`config.mk`:
```
export PLATFORM = sky130hd
export DESIGN_NAME = write_bridge_top
export DESIGN_NICKNAME = d
export VERILOG_FILES = /design/src/common/bridge_pkg.sv /design/src/source/beat_counter.sv /design/src/source/channel_route.sv /design/src/source/response_merge.sv /design/src/write_bridge/addr_decoder.sv /design/src/write_bridge/bridge_fsm.sv /design/src/write_bridge/write_bridge_top.sv
export VERILOG_INCLUDE_DIRS = /design/src /design/src/common
export SDC_FILE = /design/constraint.sdc
export NUM_CORES = 1
export LEC_CHECK = 0
export ABC_AREA = 0
export BUFFER_PORTS_ARGS = -buffer_cell sky130_fd_sc_hd__buf_2
export CORE_AREA = 2 2 232 234
export CTS_CLUSTER_DIAMETER = 60
export DETAILED_ROUTE_END_ITERATION = 16
export DIE_AREA = 0 0 234 236
export PLACE_DENSITY = 0.3
export SLEW_MARGIN = 20
export SYNTH_ARGS = -nofsm -noshare
export SYNTH_HDL_FRONTEND = slang
export SYNTH_SLANG_ARGS = --single-unit
export TNS_END_PERCENT = 20
```
`constraint.sdc`:
```
create_clock -name ACLK -period 2.1 [get_ports ACLK]
set_input_delay 0.525 -clock ACLK [delete_from_list [all_inputs] [get_ports ACLK]]
set_output_delay 0.525 -clock ACLK [all_outputs]
set_load 0.02 [all_outputs]
```
`src/common/bridge_macros.svh`:
```
/*
 * Widths, slave count and address map of the write bridge.
 * Included by the package and by every module that sizes a port.
 */
`ifndef BRIDGE_MACROS_SVH
`define BRIDGE_MACROS_SVH

`define AXI_ID_BITS     4
`define AXI_IDS_BITS    8
`define AXI_ADDR_BITS   32
`define AXI_DATA_BITS   32
`define AXI_STRB_BITS   4
`define AXI_LEN_BITS    4
`define AXI_SIZE_BITS   3

`define NUM_SLAVES      5
`define SLAVE_SEL_BITS  3

// Matched against addr[31:16]
`define REGION0_HI      16'h0001
`define REGION1_HI      16'h0002
`define REGION2_HI      16'h1000
`define REGION3_HI      16'h1001
// Matched against addr[31:24]
`define REGION4_HI      8'h20

`define RESP_OKAY       2'b00
`define RESP_DECERR     2'b11

`endif

```
`src/common/bridge_pkg.sv`:
```
/*
 * Channel payload types and bridge state shared by all bridge modules.
 * Referenced by scoped name, e.g. bridge_pkg::aw_master_t.
 */
`include "bridge_macros.svh"

package bridge_pkg;

    // Master side write address
    typedef struct packed {
        logic [`AXI_ID_BITS-1:0]   id;
        logic [`AXI_ADDR_BITS-1:0] addr;
        logic [`AXI_LEN_BITS-1:0]  len;
        logic [`AXI_SIZE_BITS-1:0] size;
        logic [1:0]                burst;
    } aw_master_t;

    // Slave side write address, wider id
    typedef struct packed {
        logic [`AXI_IDS_BITS-1:0]  id;
        logic [`AXI_ADDR_BITS-1:0] addr;
        logic [`AXI_LEN_BITS-1:0]  len;
        logic [`AXI_SIZE_BITS-1:0] size;
        logic [1:0]                burst;
    } aw_slave_t;

    typedef struct packed {
        logic [`AXI_DATA_BITS-1:0] data;
        logic [`AXI_STRB_BITS-1:0] strb;
        logic                      last;
    } w_payload_t;

    typedef struct packed {
        logic [`AXI_ID_BITS-1:0] id;
        logic [1:0]              resp;
    } b_master_t;

    typedef struct packed {
        logic [`AXI_IDS_BITS-1:0] id;
        logic [1:0]               resp;
    } b_slave_t;

    typedef enum logic [1:0] {
        IDLE,
        ROUTE,
        DRAIN,
        ERR_RESP
    } bridge_state_t;

endpackage

```
`src/source/beat_counter.sv`:
```
/*
 * Counts write beats accepted while draining an unmapped burst.
 * drain_done flags the beat numbered len.
 */
`timescale 1ns/100ps
`include "bridge_macros.svh"

module beat_counter (
    input  logic                      ACLK,
    input  logic                      ARESETn,
    input  bridge_pkg::bridge_state_t state,
    input  logic                      w_valid,
    input  logic                      w_ready,
    input  logic [`AXI_LEN_BITS-1:0]  len,
    output logic                      drain_done
);

    logic [`AXI_LEN_BITS-1:0] count;
    logic                     beat;

    assign beat = (state == bridge_pkg::DRAIN) && w_valid && w_ready;

    always_ff @(posedge ACLK) begin
        if (!ARESETn) begin
            count <= '0;
        end else if (state != bridge_pkg::DRAIN) begin
            count <= '0;
        end else if (beat) begin
            count <= count + 1'b1;
        end
    end

    assign drain_done = beat && (count == len);

endmodule

```
`src/source/channel_route.sv`:
```
/*
 * Steers one master-to-slave channel to the selected slave.
 * Used for both the write address and the write data channel.
 */
`timescale 1ns/100ps
`include "bridge_macros.svh"

module channel_route #(
    parameter type payload_t = logic
) (
    input  bridge_pkg::bridge_state_t  state,
    input  logic [`SLAVE_SEL_BITS-1:0] target,
    input  payload_t                   payload,
    input  logic                       valid,
    output logic                       ready,
    output payload_t                   s_payload [`NUM_SLAVES],
    output logic [`NUM_SLAVES-1:0]     s_valid,
    input  logic [`NUM_SLAVES-1:0]     s_ready
);

    always_comb begin
        // Idle slaves see an all-zero channel
        for (int i = 0; i < `NUM_SLAVES; i++) begin
            s_payload[i] = '0;
        end
        s_valid = '0;
        ready   = 1'b0;
        if (state == bridge_pkg::ROUTE) begin
            s_payload[target] = payload;
            s_valid[target]   = valid;
            ready             = s_ready[target];
        end
    end

endmodule

```
`src/source/response_merge.sv`:
```
/*
 * Master-facing handshake logic. Returns the routed slave's response,
 * or accepts a drained burst and answers it with DECERR.
 */
`timescale 1ns/100ps
`include "bridge_macros.svh"

module response_merge (
    input  bridge_pkg::bridge_state_t  state,
    input  logic [`SLAVE_SEL_BITS-1:0] target,
    input  logic [`AXI_ID_BITS-1:0]    id,
    input  logic                       aw_open,
    input  logic                       route_aw_ready,
    input  logic                       route_w_ready,
    input  bridge_pkg::b_slave_t       s_b [`NUM_SLAVES],
    input  logic [`NUM_SLAVES-1:0]     s_b_valid,
    input  logic                       b_ready,
    output logic [`NUM_SLAVES-1:0]     s_b_ready,
    output bridge_pkg::b_master_t      b,
    output logic                       b_valid,
    output logic                       aw_ready,
    output logic                       w_ready
);

    always_comb begin
        s_b_ready = '0;
        b         = '0;
        b_valid   = 1'b0;
        aw_ready  = 1'b0;
        w_ready   = 1'b0;
        case (state)
            bridge_pkg::ROUTE: begin
                aw_ready          = route_aw_ready;
                w_ready           = route_w_ready;
                // Upper id bits are always zero on the way back
                b.id              = s_b[target].id[`AXI_ID_BITS-1:0];
                b.resp            = s_b[target].resp;
                b_valid           = s_b_valid[target];
                s_b_ready[target] = b_ready;
            end
            bridge_pkg::DRAIN: begin
                aw_ready = aw_open;
                w_ready  = 1'b1;
            end
            bridge_pkg::ERR_RESP: begin
                b.id    = id;
                b.resp  = `RESP_DECERR;
                b_valid = 1'b1;
            end
            default: begin
                b_valid = 1'b0;
            end
        endcase
    end

endmodule

```
`src/write_bridge/addr_decoder.sv`:
```
/*
 * Address decoder. Latches id, length and the decoded slave index
 * when a write address is offered while the bridge is idle.
 */
`timescale 1ns/100ps
`include "bridge_macros.svh"

module addr_decoder (
    input  logic                       ACLK,
    input  logic                       ARESETn,
    input  bridge_pkg::bridge_state_t  state,
    input  logic                       aw_valid,
    input  bridge_pkg::aw_master_t     aw,
    output logic [`SLAVE_SEL_BITS-1:0] target,
    output logic                       hit,
    output logic [`AXI_LEN_BITS-1:0]   len,
    output logic [`AXI_ID_BITS-1:0]    id
);

    logic [`SLAVE_SEL_BITS-1:0] dec_target;
    logic                       dec_hit;

    always_comb begin
        dec_hit    = 1'b1;
        dec_target = '0;
        if (aw.addr[31:16] == `REGION0_HI) begin
            dec_target = `SLAVE_SEL_BITS'(0);
        end else if (aw.addr[31:16] == `REGION1_HI) begin
            dec_target = `SLAVE_SEL_BITS'(1);
        end else if (aw.addr[31:16] == `REGION2_HI) begin
            dec_target = `SLAVE_SEL_BITS'(2);
        end else if (aw.addr[31:16] == `REGION3_HI) begin
            dec_target = `SLAVE_SEL_BITS'(3);
        end else if (aw.addr[31:24] == `REGION4_HI) begin
            dec_target = `SLAVE_SEL_BITS'(4);
        end else begin
            dec_hit = 1'b0;
        end
    end

    always_ff @(posedge ACLK) begin
        if (!ARESETn) begin
            target <= '0;
            hit    <= 1'b0;
        end else if (state == bridge_pkg::IDLE && aw_valid) begin
            target <= dec_target;
            hit    <= dec_hit;
        end
    end

    // Held for the whole transaction
    always_ff @(posedge ACLK) begin
        if (state == bridge_pkg::IDLE && aw_valid) begin
            len <= aw.len;
            id  <= aw.id;
        end
    end

endmodule

```
`src/write_bridge/bridge_fsm.sv`:
```
/*
 * Transaction state machine of the write bridge.
 * Waits one cycle for the registered decode, then routes or drains.
 */
`timescale 1ns/100ps

module bridge_fsm (
    input  logic                      ACLK,
    input  logic                      ARESETn,
    input  logic                      aw_valid,
    input  logic                      aw_ready,
    input  logic                      hit,
    input  logic                      drain_done,
    input  logic                      b_valid,
    input  logic                      b_ready,
    output bridge_pkg::bridge_state_t state,
    output logic                      drain_aw_open
);

    bridge_pkg::bridge_state_t next_state;
    logic                      pending;

    always_comb begin
        next_state = state;
        case (state)
            bridge_pkg::IDLE: begin
                // Decode result is valid in the pending cycle
                if (pending) begin
                    next_state = hit ? bridge_pkg::ROUTE : bridge_pkg::DRAIN;
                end
            end
            bridge_pkg::ROUTE,
            bridge_pkg::ERR_RESP: begin
                if (b_valid && b_ready) begin
                    next_state = bridge_pkg::IDLE;
                end
            end
            bridge_pkg::DRAIN: begin
                if (drain_done) begin
                    next_state = bridge_pkg::ERR_RESP;
                end
            end
            default: next_state = bridge_pkg::IDLE;
        endcase
    end

    always_ff @(posedge ACLK) begin
        if (!ARESETn) begin
            state         <= bridge_pkg::IDLE;
            pending       <= 1'b0;
            drain_aw_open <= 1'b0;
        end else begin
            state   <= next_state;
            pending <= (state == bridge_pkg::IDLE) && !pending && aw_valid;
            // Address of an unmapped burst is taken on the first drain cycle
            if (state != bridge_pkg::DRAIN && next_state == bridge_pkg::DRAIN) begin
                drain_aw_open <= 1'b1;
            end else if (aw_valid && aw_ready) begin
                drain_aw_open <= 1'b0;
            end
        end
    end

endmodule

```
`src/write_bridge/write_bridge_top.sv`:
```
/*
 * AXI write bridge, one master to five slaves, one burst in flight.
 * Unmapped addresses are drained and answered with DECERR.
 */
`timescale 1ns/100ps
`include "bridge_macros.svh"

module write_bridge_top (
    input  logic                                ACLK,
    input  logic                                ARESETn,
    // Master side
    input  bridge_pkg::aw_master_t              aw,
    input  logic                                aw_valid,
    output logic                                aw_ready,
    input  bridge_pkg::w_payload_t              w,
    input  logic                                w_valid,
    output logic                                w_ready,
    output bridge_pkg::b_master_t               b,
    output logic                                b_valid,
    input  logic                                b_ready,
    // Slave side
    output bridge_pkg::aw_slave_t               s_aw [`NUM_SLAVES],
    output logic [`NUM_SLAVES-1:0]              s_aw_valid,
    input  logic [`NUM_SLAVES-1:0]              s_aw_ready,
    output bridge_pkg::w_payload_t              s_w [`NUM_SLAVES],
    output logic [`NUM_SLAVES-1:0]              s_w_valid,
    input  logic [`NUM_SLAVES-1:0]              s_w_ready,
    input  bridge_pkg::b_slave_t                s_b [`NUM_SLAVES],
    input  logic [`NUM_SLAVES-1:0]              s_b_valid,
    output logic [`NUM_SLAVES-1:0]              s_b_ready
);

    bridge_pkg::bridge_state_t       state;
    bridge_pkg::aw_slave_t           aw_wide;
    logic [`SLAVE_SEL_BITS-1:0]      target;
    logic                            hit;
    logic [`AXI_LEN_BITS-1:0]        lat_len;
    logic [`AXI_ID_BITS-1:0]         lat_id;
    logic                            drain_done;
    logic                            drain_aw_open;
    logic                            route_aw_ready;
    logic                            route_w_ready;

    // Slave sees the zero-extended id and the latched burst length
    assign aw_wide = '{
        id:    {{(`AXI_IDS_BITS-`AXI_ID_BITS){1'b0}}, aw.id},
        addr:  aw.addr,
        len:   lat_len,
        size:  aw.size,
        burst: aw.burst
    };

    bridge_fsm u_fsm (
        .ACLK          (ACLK),
        .ARESETn       (ARESETn),
        .aw_valid      (aw_valid),
        .aw_ready      (aw_ready),
        .hit           (hit),
        .drain_done    (drain_done),
        .b_valid       (b_valid),
        .b_ready       (b_ready),
        .state         (state),
        .drain_aw_open (drain_aw_open)
    );

    addr_decoder u_decoder (
        .ACLK     (ACLK),
        .ARESETn  (ARESETn),
        .state    (state),
        .aw_valid (aw_valid),
        .aw       (aw),
        .target   (target),
        .hit      (hit),
        .len      (lat_len),
        .id       (lat_id)
    );

    beat_counter u_beats (
        .ACLK       (ACLK),
        .ARESETn    (ARESETn),
        .state      (state),
        .w_valid    (w_valid),
        .w_ready    (w_ready),
        .len        (lat_len),
        .drain_done (drain_done)
    );

    channel_route #(.payload_t(bridge_pkg::aw_slave_t)) u_aw_route (
        .state     (state),
        .target    (target),
        .payload   (aw_wide),
        .valid     (aw_valid),
        .ready     (route_aw_ready),
        .s_payload (s_aw),
        .s_valid   (s_aw_valid),
        .s_ready   (s_aw_ready)
    );

    channel_route #(.payload_t(bridge_pkg::w_payload_t)) u_w_route (
        .state     (state),
        .target    (target),
        .payload   (w),
        .valid     (w_valid),
        .ready     (route_w_ready),
        .s_payload (s_w),
        .s_valid   (s_w_valid),
        .s_ready   (s_w_ready)
    );

    response_merge u_resp (
        .state          (state),
        .target         (target),
        .id             (lat_id),
        .aw_open        (drain_aw_open),
        .route_aw_ready (route_aw_ready),
        .route_w_ready  (route_w_ready),
        .s_b            (s_b),
        .s_b_valid      (s_b_valid),
        .b_ready        (b_ready),
        .s_b_ready      (s_b_ready),
        .b              (b),
        .b_valid        (b_valid),
        .aw_ready       (aw_ready),
        .w_ready        (w_ready)
    );

endmodule
```
==> results of run 1 <==
[path summary, 6_finish.rpt]
check,startpoint,end,slack (ps)
max,u_decoder.target[0],aw_ready,-250
min reg2reg,u_decoder.hit,u_decoder.hit,480
max reg2reg,u_decoder.target[1],u_fsm.drain_aw_open,140
min,aw[5],u_decoder.len[0],430
[cell families after synthesis]
family                     synth area share
and+or+nand+nor                       0.582
buffers and inverters                 0.127
AOI/OAI and AO/OA                    0.0687
DFF                                   0.127
muxes                                0.0545
adders and majority gates            0.0231
xor gates and xnor gates             0.0162
other                              0.000990
[cells in the mapped netlist, types with 3 or more instances]
library cell	number
buf_2	31
mux2i_1	9
ha_1	7
a22oi_1	3
a21oi_1	7
a22o_1	5
edfxtp_1	8
nor4_1	4
nand2b_1	3
buf_4	23
mux4_2	4
a21o_1	4
o21ai_0	7
o22ai_1	5
nor2_1	443
nand4_1	3
inv_1	10
xor2_1	5
dfxtp_1	12
clkbuf_1	25
buf_1	3
nand2_1	104
nor2b_1	4
[final cells by class]
class	instances	area [um^2]	share of cell area
clock inverters	1	30.0	0.00289
multi-input cells	661	3740	0.360
diodes	4	10.0	0.000965
flip-flops and latches	20	493	0.0475
clock buffers	3	75.1	0.00724
inverters	10	37.5	0.00362
well taps	696	871	0.0839
repair buffers	676	5120	0.494
[state kept, by name (all words and copies together), names as in the netlist]
register	flops
u_decoder.id	4
u_decoder.target	3
u_fsm.state	2
u_beats.count	4
u_decoder.hit	1
u_fsm.pending	1
u_fsm.drain_aw_open	1
u_decoder.len	4
[through the flow]
step	hold slack [ps]	setup WS, ps	utilization	cells	total power, mW
finish	434	-251	0.195	2071	1.44
global route	426	-366	0.195	2068	1.52
CTS	426	-297	0.165	2042	1.45
detailed placement	475	-206	0.149	2023	0.885
global placement	470	-183	0.149	2023	0.883
floorplan	444	-84.0	-	772	0.648
[report_power, final]
part,total [mW],internal (mW),switching [mW]
Combinational,0.432,0.197,0.235
Clock,0.540,0.379,0.161
Sequential,0.465,0.437,0.0281
Total,1.44,1.01,0.425
[layer usage]
layer | up-vias | GRT usage
met5 | - | 0
met4 | 4 | 0.0288
met3 | 27 | 0.00810
met2 | 404 | 0.235
met1 | 3422 | 0.138
li1 | 3541 | -
[placed cells by master, fill, tap and decap left out, types with 5 or more instances in the layout]
cell and n:
dfxtp_1 8, nor2_2 31, a22o_1 5, buf_6 114, ha_1 6, buf_12 24
inv_2 5, nor2_1 345, buf_8 5, conb_1 20, buf_4 143, buf_2 378
edfxtp_1 8, nor2_4 67, nand2_2 36, inv_1 5, nand2_1 64, clkbuf_16 10
xor2_1 5, mux2i_1 8
[timing repair]
| item | in CTS | in global routing |
|---|---|---|
| resized for setup | 173 | 402 |
| endpoints found under the setup margin | 434 | 434 |
| buffers inserted | 9 | 17 |
| gates cloned | 6 | 9 |
| pin swaps | 11 | 63 |
[worst max-delay path, delay by kind of cell, from the launching register on]
kind            cells  cell delay, ps
buf+inv             4             610
compound gates      2             170
flops               1             360
simple gates        2             410
==> results.md, run 1 <==
* Final Max Slew Viols at 0
* Leak at 4.91 nW
* Tmin final at 2350 ps
* Largest area contributor in the netlist: nor2_1
* Netlist cell types at 41
* H-tree Lvls at 1
* Number of enable flip-flop cells after synthesis at 8
* Nets at 1531
* Post-synthesis sequential area ratio at 0.127
* Slack of the critical path at -251 ps
* Data required time of the worst path at 1570 ps
* Vias post-DR at 7398
* Hold buffer count at CTS at 0
* Largest net degree at the start of global routing at 51
* Die ar. at 55200 um^2
* CP max stage cell: dfxtp_4
* I/O pins at 606
* GRT Total Usage at 0.120
* DRT Wirelength at 39000 um
* Top layer in use: met5
* Worst path arrival time at 1830 ps
* Post-Synthesis Cells at 753
* Top cell type's share of synthesized area at 0.439
* Gr ovfl total at 0
* Mapped Area at 3790 um^2
* Worst-path cell chain: buf_12 -> buf_4 -> nor3b_4 -> buf_6 -> a32oi_1 -> o211ai_1 -> and3_1 -> buf_2
* Fill cells at 6077
* CTS root buffer: clkbuf_16
* Yosys reg bits at 20
* Share of cells above drive strength 1 at 0.622
* Clk slew on worst S/H paths at 70 ps
* Wire per inst at 18.8 um
* Initial DRC Count at 232
* Min-delay worst type: input port to flip-flop
* Setup TNS Final at -60240 ps
* Die X at 234 um
* Vias in the first global route at 6693
* Synth top area cells: nor2_1 (44%), nand2_1 (10%), dfxtp_1 (6.3%)
* RSZ-0062 raised after global routing: yes
* Routed met2 length at 20800 um
* First-pass iteration count of the detailed router at 4
* Final Setup Violations at 431
* Clk buf depth at 2
* WL met3 at 1980 um
* Initial antenna violation count at 8
* Placer Congestion at 0.756
* Final period util at 1.12
* Register-to-Register Path Depth at 8
* Setup CP Type: flip-flop to primary output
* Area Growth Syn to Fin at 174%
* Cell Pwr Density at 138 nW/um^2
* Final Hold Vio Count at 0
* Placed Area at 7920 um^2
* Max incr delay on CP at 360 ps
* Hold Path Stages at 1
* Antenna Nets Post-Route at 0
* Max Cap Viol at 0
* CP Launch Type: flip-flop
* Failing checks: setup timing
* # port buffers at 565
* Starting density of the core at 0.0714
* M1 WL at 15500 um
* Ys flop type: dfxtp_1
* Clock tree from TritonCTS: yes
* Core area at 53100 um^2
* DRC errors left at 0
* Clock Skews at 10.6 ps
* Total clock sinks at 20
* Synth warnings at 0
* First-pass GRT wire length at 47400 um
* Avg Inst Size Synth at 5.03 um^2
* Worst Setup End Kind: primary output
* Cell Rows at 85
* Die Height at 236 um
* TritonCTS Buffers at 3
* Clock latency at the later pin of the worst-skew pair at 260 ps
* Status: finished with violations
* Post-DR vias/cell at 3.57
* Worst vdd ir at 0.201 mV
* Post-Layout Inst Area at 10400 um^2
* Detailed Place HPWL at 29300 um
* Critical-path maximum fanout at 7
* Async S/R FF share, synth at 0
* Fmax at 425 MHz
(Power assumes the default switching activity.)
==> run 2: changes to the inputs <==
Settings changed: CORE_AREA 2 2 232 234 to 2 2 236 238, DIE_AREA 0 0 234 236 to 0 0 238 240, TNS_END_PERCENT 20 to 5.
==> run 2 against run 1 <==
- the run still ends with setup timing left
- first-iteration DRC count increased by 3.9%
- maximum frequency decreased by 1.4%
- clock skew decreased by 3.0 ps
- register-to-register slack improved by 30 ps
- final area decreased by 7.7%
- critical endpoint is now s_aw[230]
- highest routed layer unchanged
==> results.md, run 2 (synthesis results as in run 1) <==
* Initial DRC Count at 241
* # port buffers at 565
* GRT Total Usage at 0.108
* Fmax at 419 MHz
* Share of cells above drive strength 1 at 0.582
* Hold_sp: aw[6]
* Nets at 1494
* Setup CP Type: flip-flop to primary output
* Hold buffer count at CTS at 0
* Gr ovfl total at 0
* DRT Wirelength at 35800 um
* Post-layout util at 0.175
* Worst setup path endpoint: s_aw[230]
* Total power draw at 1.43 mW
* Final Max Slew Viols at 0
* RSZ-0062 raised after global routing: yes
* WP buf/inv at 4
* Slack of the critical path at -285 ps
* Hold Worst Slack at 432 ps
* Area Growth Syn to Fin at 153%
* Min-delay worst type: input port to flip-flop
* CTS root buffer: clkbuf_16
* Crit path max-delay family: buffers and inverters
* Die X at 238 um
* Die ar. at 57100 um^2
* Status: finished with violations
* Data required time of the worst path at 1570 ps
* Tmin final at 2390 ps
* Wire per inst at 17.6 um
* Worst reg2reg setup slack at 170 ps
* Worst Setup End Kind: primary output
* Vias post-DR at 7250
* Stages on worst setup path at 6
* Largest net degree at the start of global routing at 51
* DRC errors left at 0
* Max incr delay on CP at 410 ps
* Clk slew on worst S/H paths at 60 ps
* First-pass iteration count of the detailed router at 5
* CP max stage cell: or3_4
* Worst path arrival time at 1860 ps
* Post-DR vias/cell at 3.56
* Core area at 54700 um^2
* Failing checks: setup timing
* Biggest regs: u_beats.count x4, u_decoder.id x4, u_decoder.len x4
* Most common cell after layout, fill and taps aside: nor2_1
* Critical-path maximum fanout at 34
* Vias in the first global route at 6438
* R2r endpoint: u_fsm.drain_aw_open
* Final Setup Violations at 434
* Total clock sinks at 20
* Worst-path cell chain: buf_12 -> buf_6 -> or3_4 -> buf_16 -> nor2_1 -> buf_4
* Area taken by multi-input logic gates at 3340 um^2
* Placer Congestion at 0.734
* H-tree Lvls at 1
* Clock tree from TritonCTS: yes
* I/O pins at 606
* Register-to-Register Path Depth at 8
* CP startpoint: u_decoder.target[0]
* Starting density of the core at 0.0693
* Cell Pwr Density at 149 nW/um^2
* Most frequent cells in the layout: nor2_1 (392), buf_4 (304), buf_2 (260)
* Clock Skews at 7.53 ps
* Setup TNS Final at -72970 ps
* TritonCTS Buffers at 3
* Max Cap Viol at 0
* Worst r2r src: u_decoder.target[1]
* Initial antenna violation count at 7
* Die Height at 240 um
* Detailed Place HPWL at 28100 um
* CP Launch Type: flip-flop
* Final period util at 1.14
* Fin cells at 2039
* Antenna Nets Post-Route at 0
* Final Hold Vio Count at 0
* Worst vdd ir at 0.212 mV
* Area occupied by registers at 485 um^2
* Leak at 4.68 nW
* First-pass GRT wire length at 44800 um
* DP Cell Count at 2018
* Cell Rows at 86
* Fill cells at 6333
* Clk buf depth at 2
* Clock latency at the later pin of the worst-skew pair at 260 ps
==> run 2: cell count changes in the layout (fill, tap and decap cells not counted), moves of 5 or more <==
cell     delta
buf_12      -8
buf_6      -64
buf_2     -118
nor2_4     -52
nor2_1     +47
nor2_2      +5
nand2_1    -20
nand2_2    +18
buf_4     +161
==> run 2: where the power goes <==
part	leakage, nW	switching [mW]	internal [mW]	total, mW
clock network	0.0511	0.163	0.379	0.542
registers	0.176	0.0291	0.438	0.467
logic	4.45	0.228	0.188	0.417
total	4.68	0.420	1.01	1.43
==> run 2: metal layers <==
metal,GRT usage,share of wire
met1,0.125,0.39
met2,0.207,0.52
met3,0.0125,0.063
met4,0.0286,0.029
met5,0,0.00084
==> run 2: stage by stage <==
| step | setup slack (ps) | area, um^2 |
|---|---|---|
| finish | -285 | 9570 |
| global route | -337 | 9570 |
| CTS | -297 | 8530 |
| detailed placement | -202 | 7840 |
| global placement | -200 | 7840 |
| floorplan | -84.0 | 3870 |
==> run 2: area by class of cell <==
class / count / share of cell area
antenna: 1 / 0.000261
timing repair buffer: 641 / 0.493
tap: 704 / 0.0920
clock inverter: 1 / 0.00314
clock buffer: 3 / 0.00784
multi-input combinational: 659 / 0.349
sequential: 20 / 0.0507
inverter: 10 / 0.00392
==> run 2: worst reg2reg max path, cell delays in order, from the launching register on <==
cell and delay, ps:
dfxtp_4 370, buf_12 130, clkbuf_16 160, mux2_4 340, buf_4 140, nand3_1 60
nand4_1 140, or2_1 260, a41o_1 230
==> run 2: worst min-delay path by stage <==
stage	to	slack, ps	cells past startpoint
6_report	u_decoder.len[1]	430	1
5_1_grt	u_decoder.len[3]	430	1
4_1_cts	u_decoder.len[0]	430	1
3_5_place_dp	u_decoder.hit	480	2
3_3_place_gp	u_decoder.hit	480	2
2_1_floorplan	u_decoder.hit	440	2
==> run 2: what timing repair did <==
item                       in CTS  in global routing
pin swaps                       6                  6
buffers inserted                4                  6
setup endpoints to repair     434                434
resized for setup             197                306
gates cloned                    1                  5
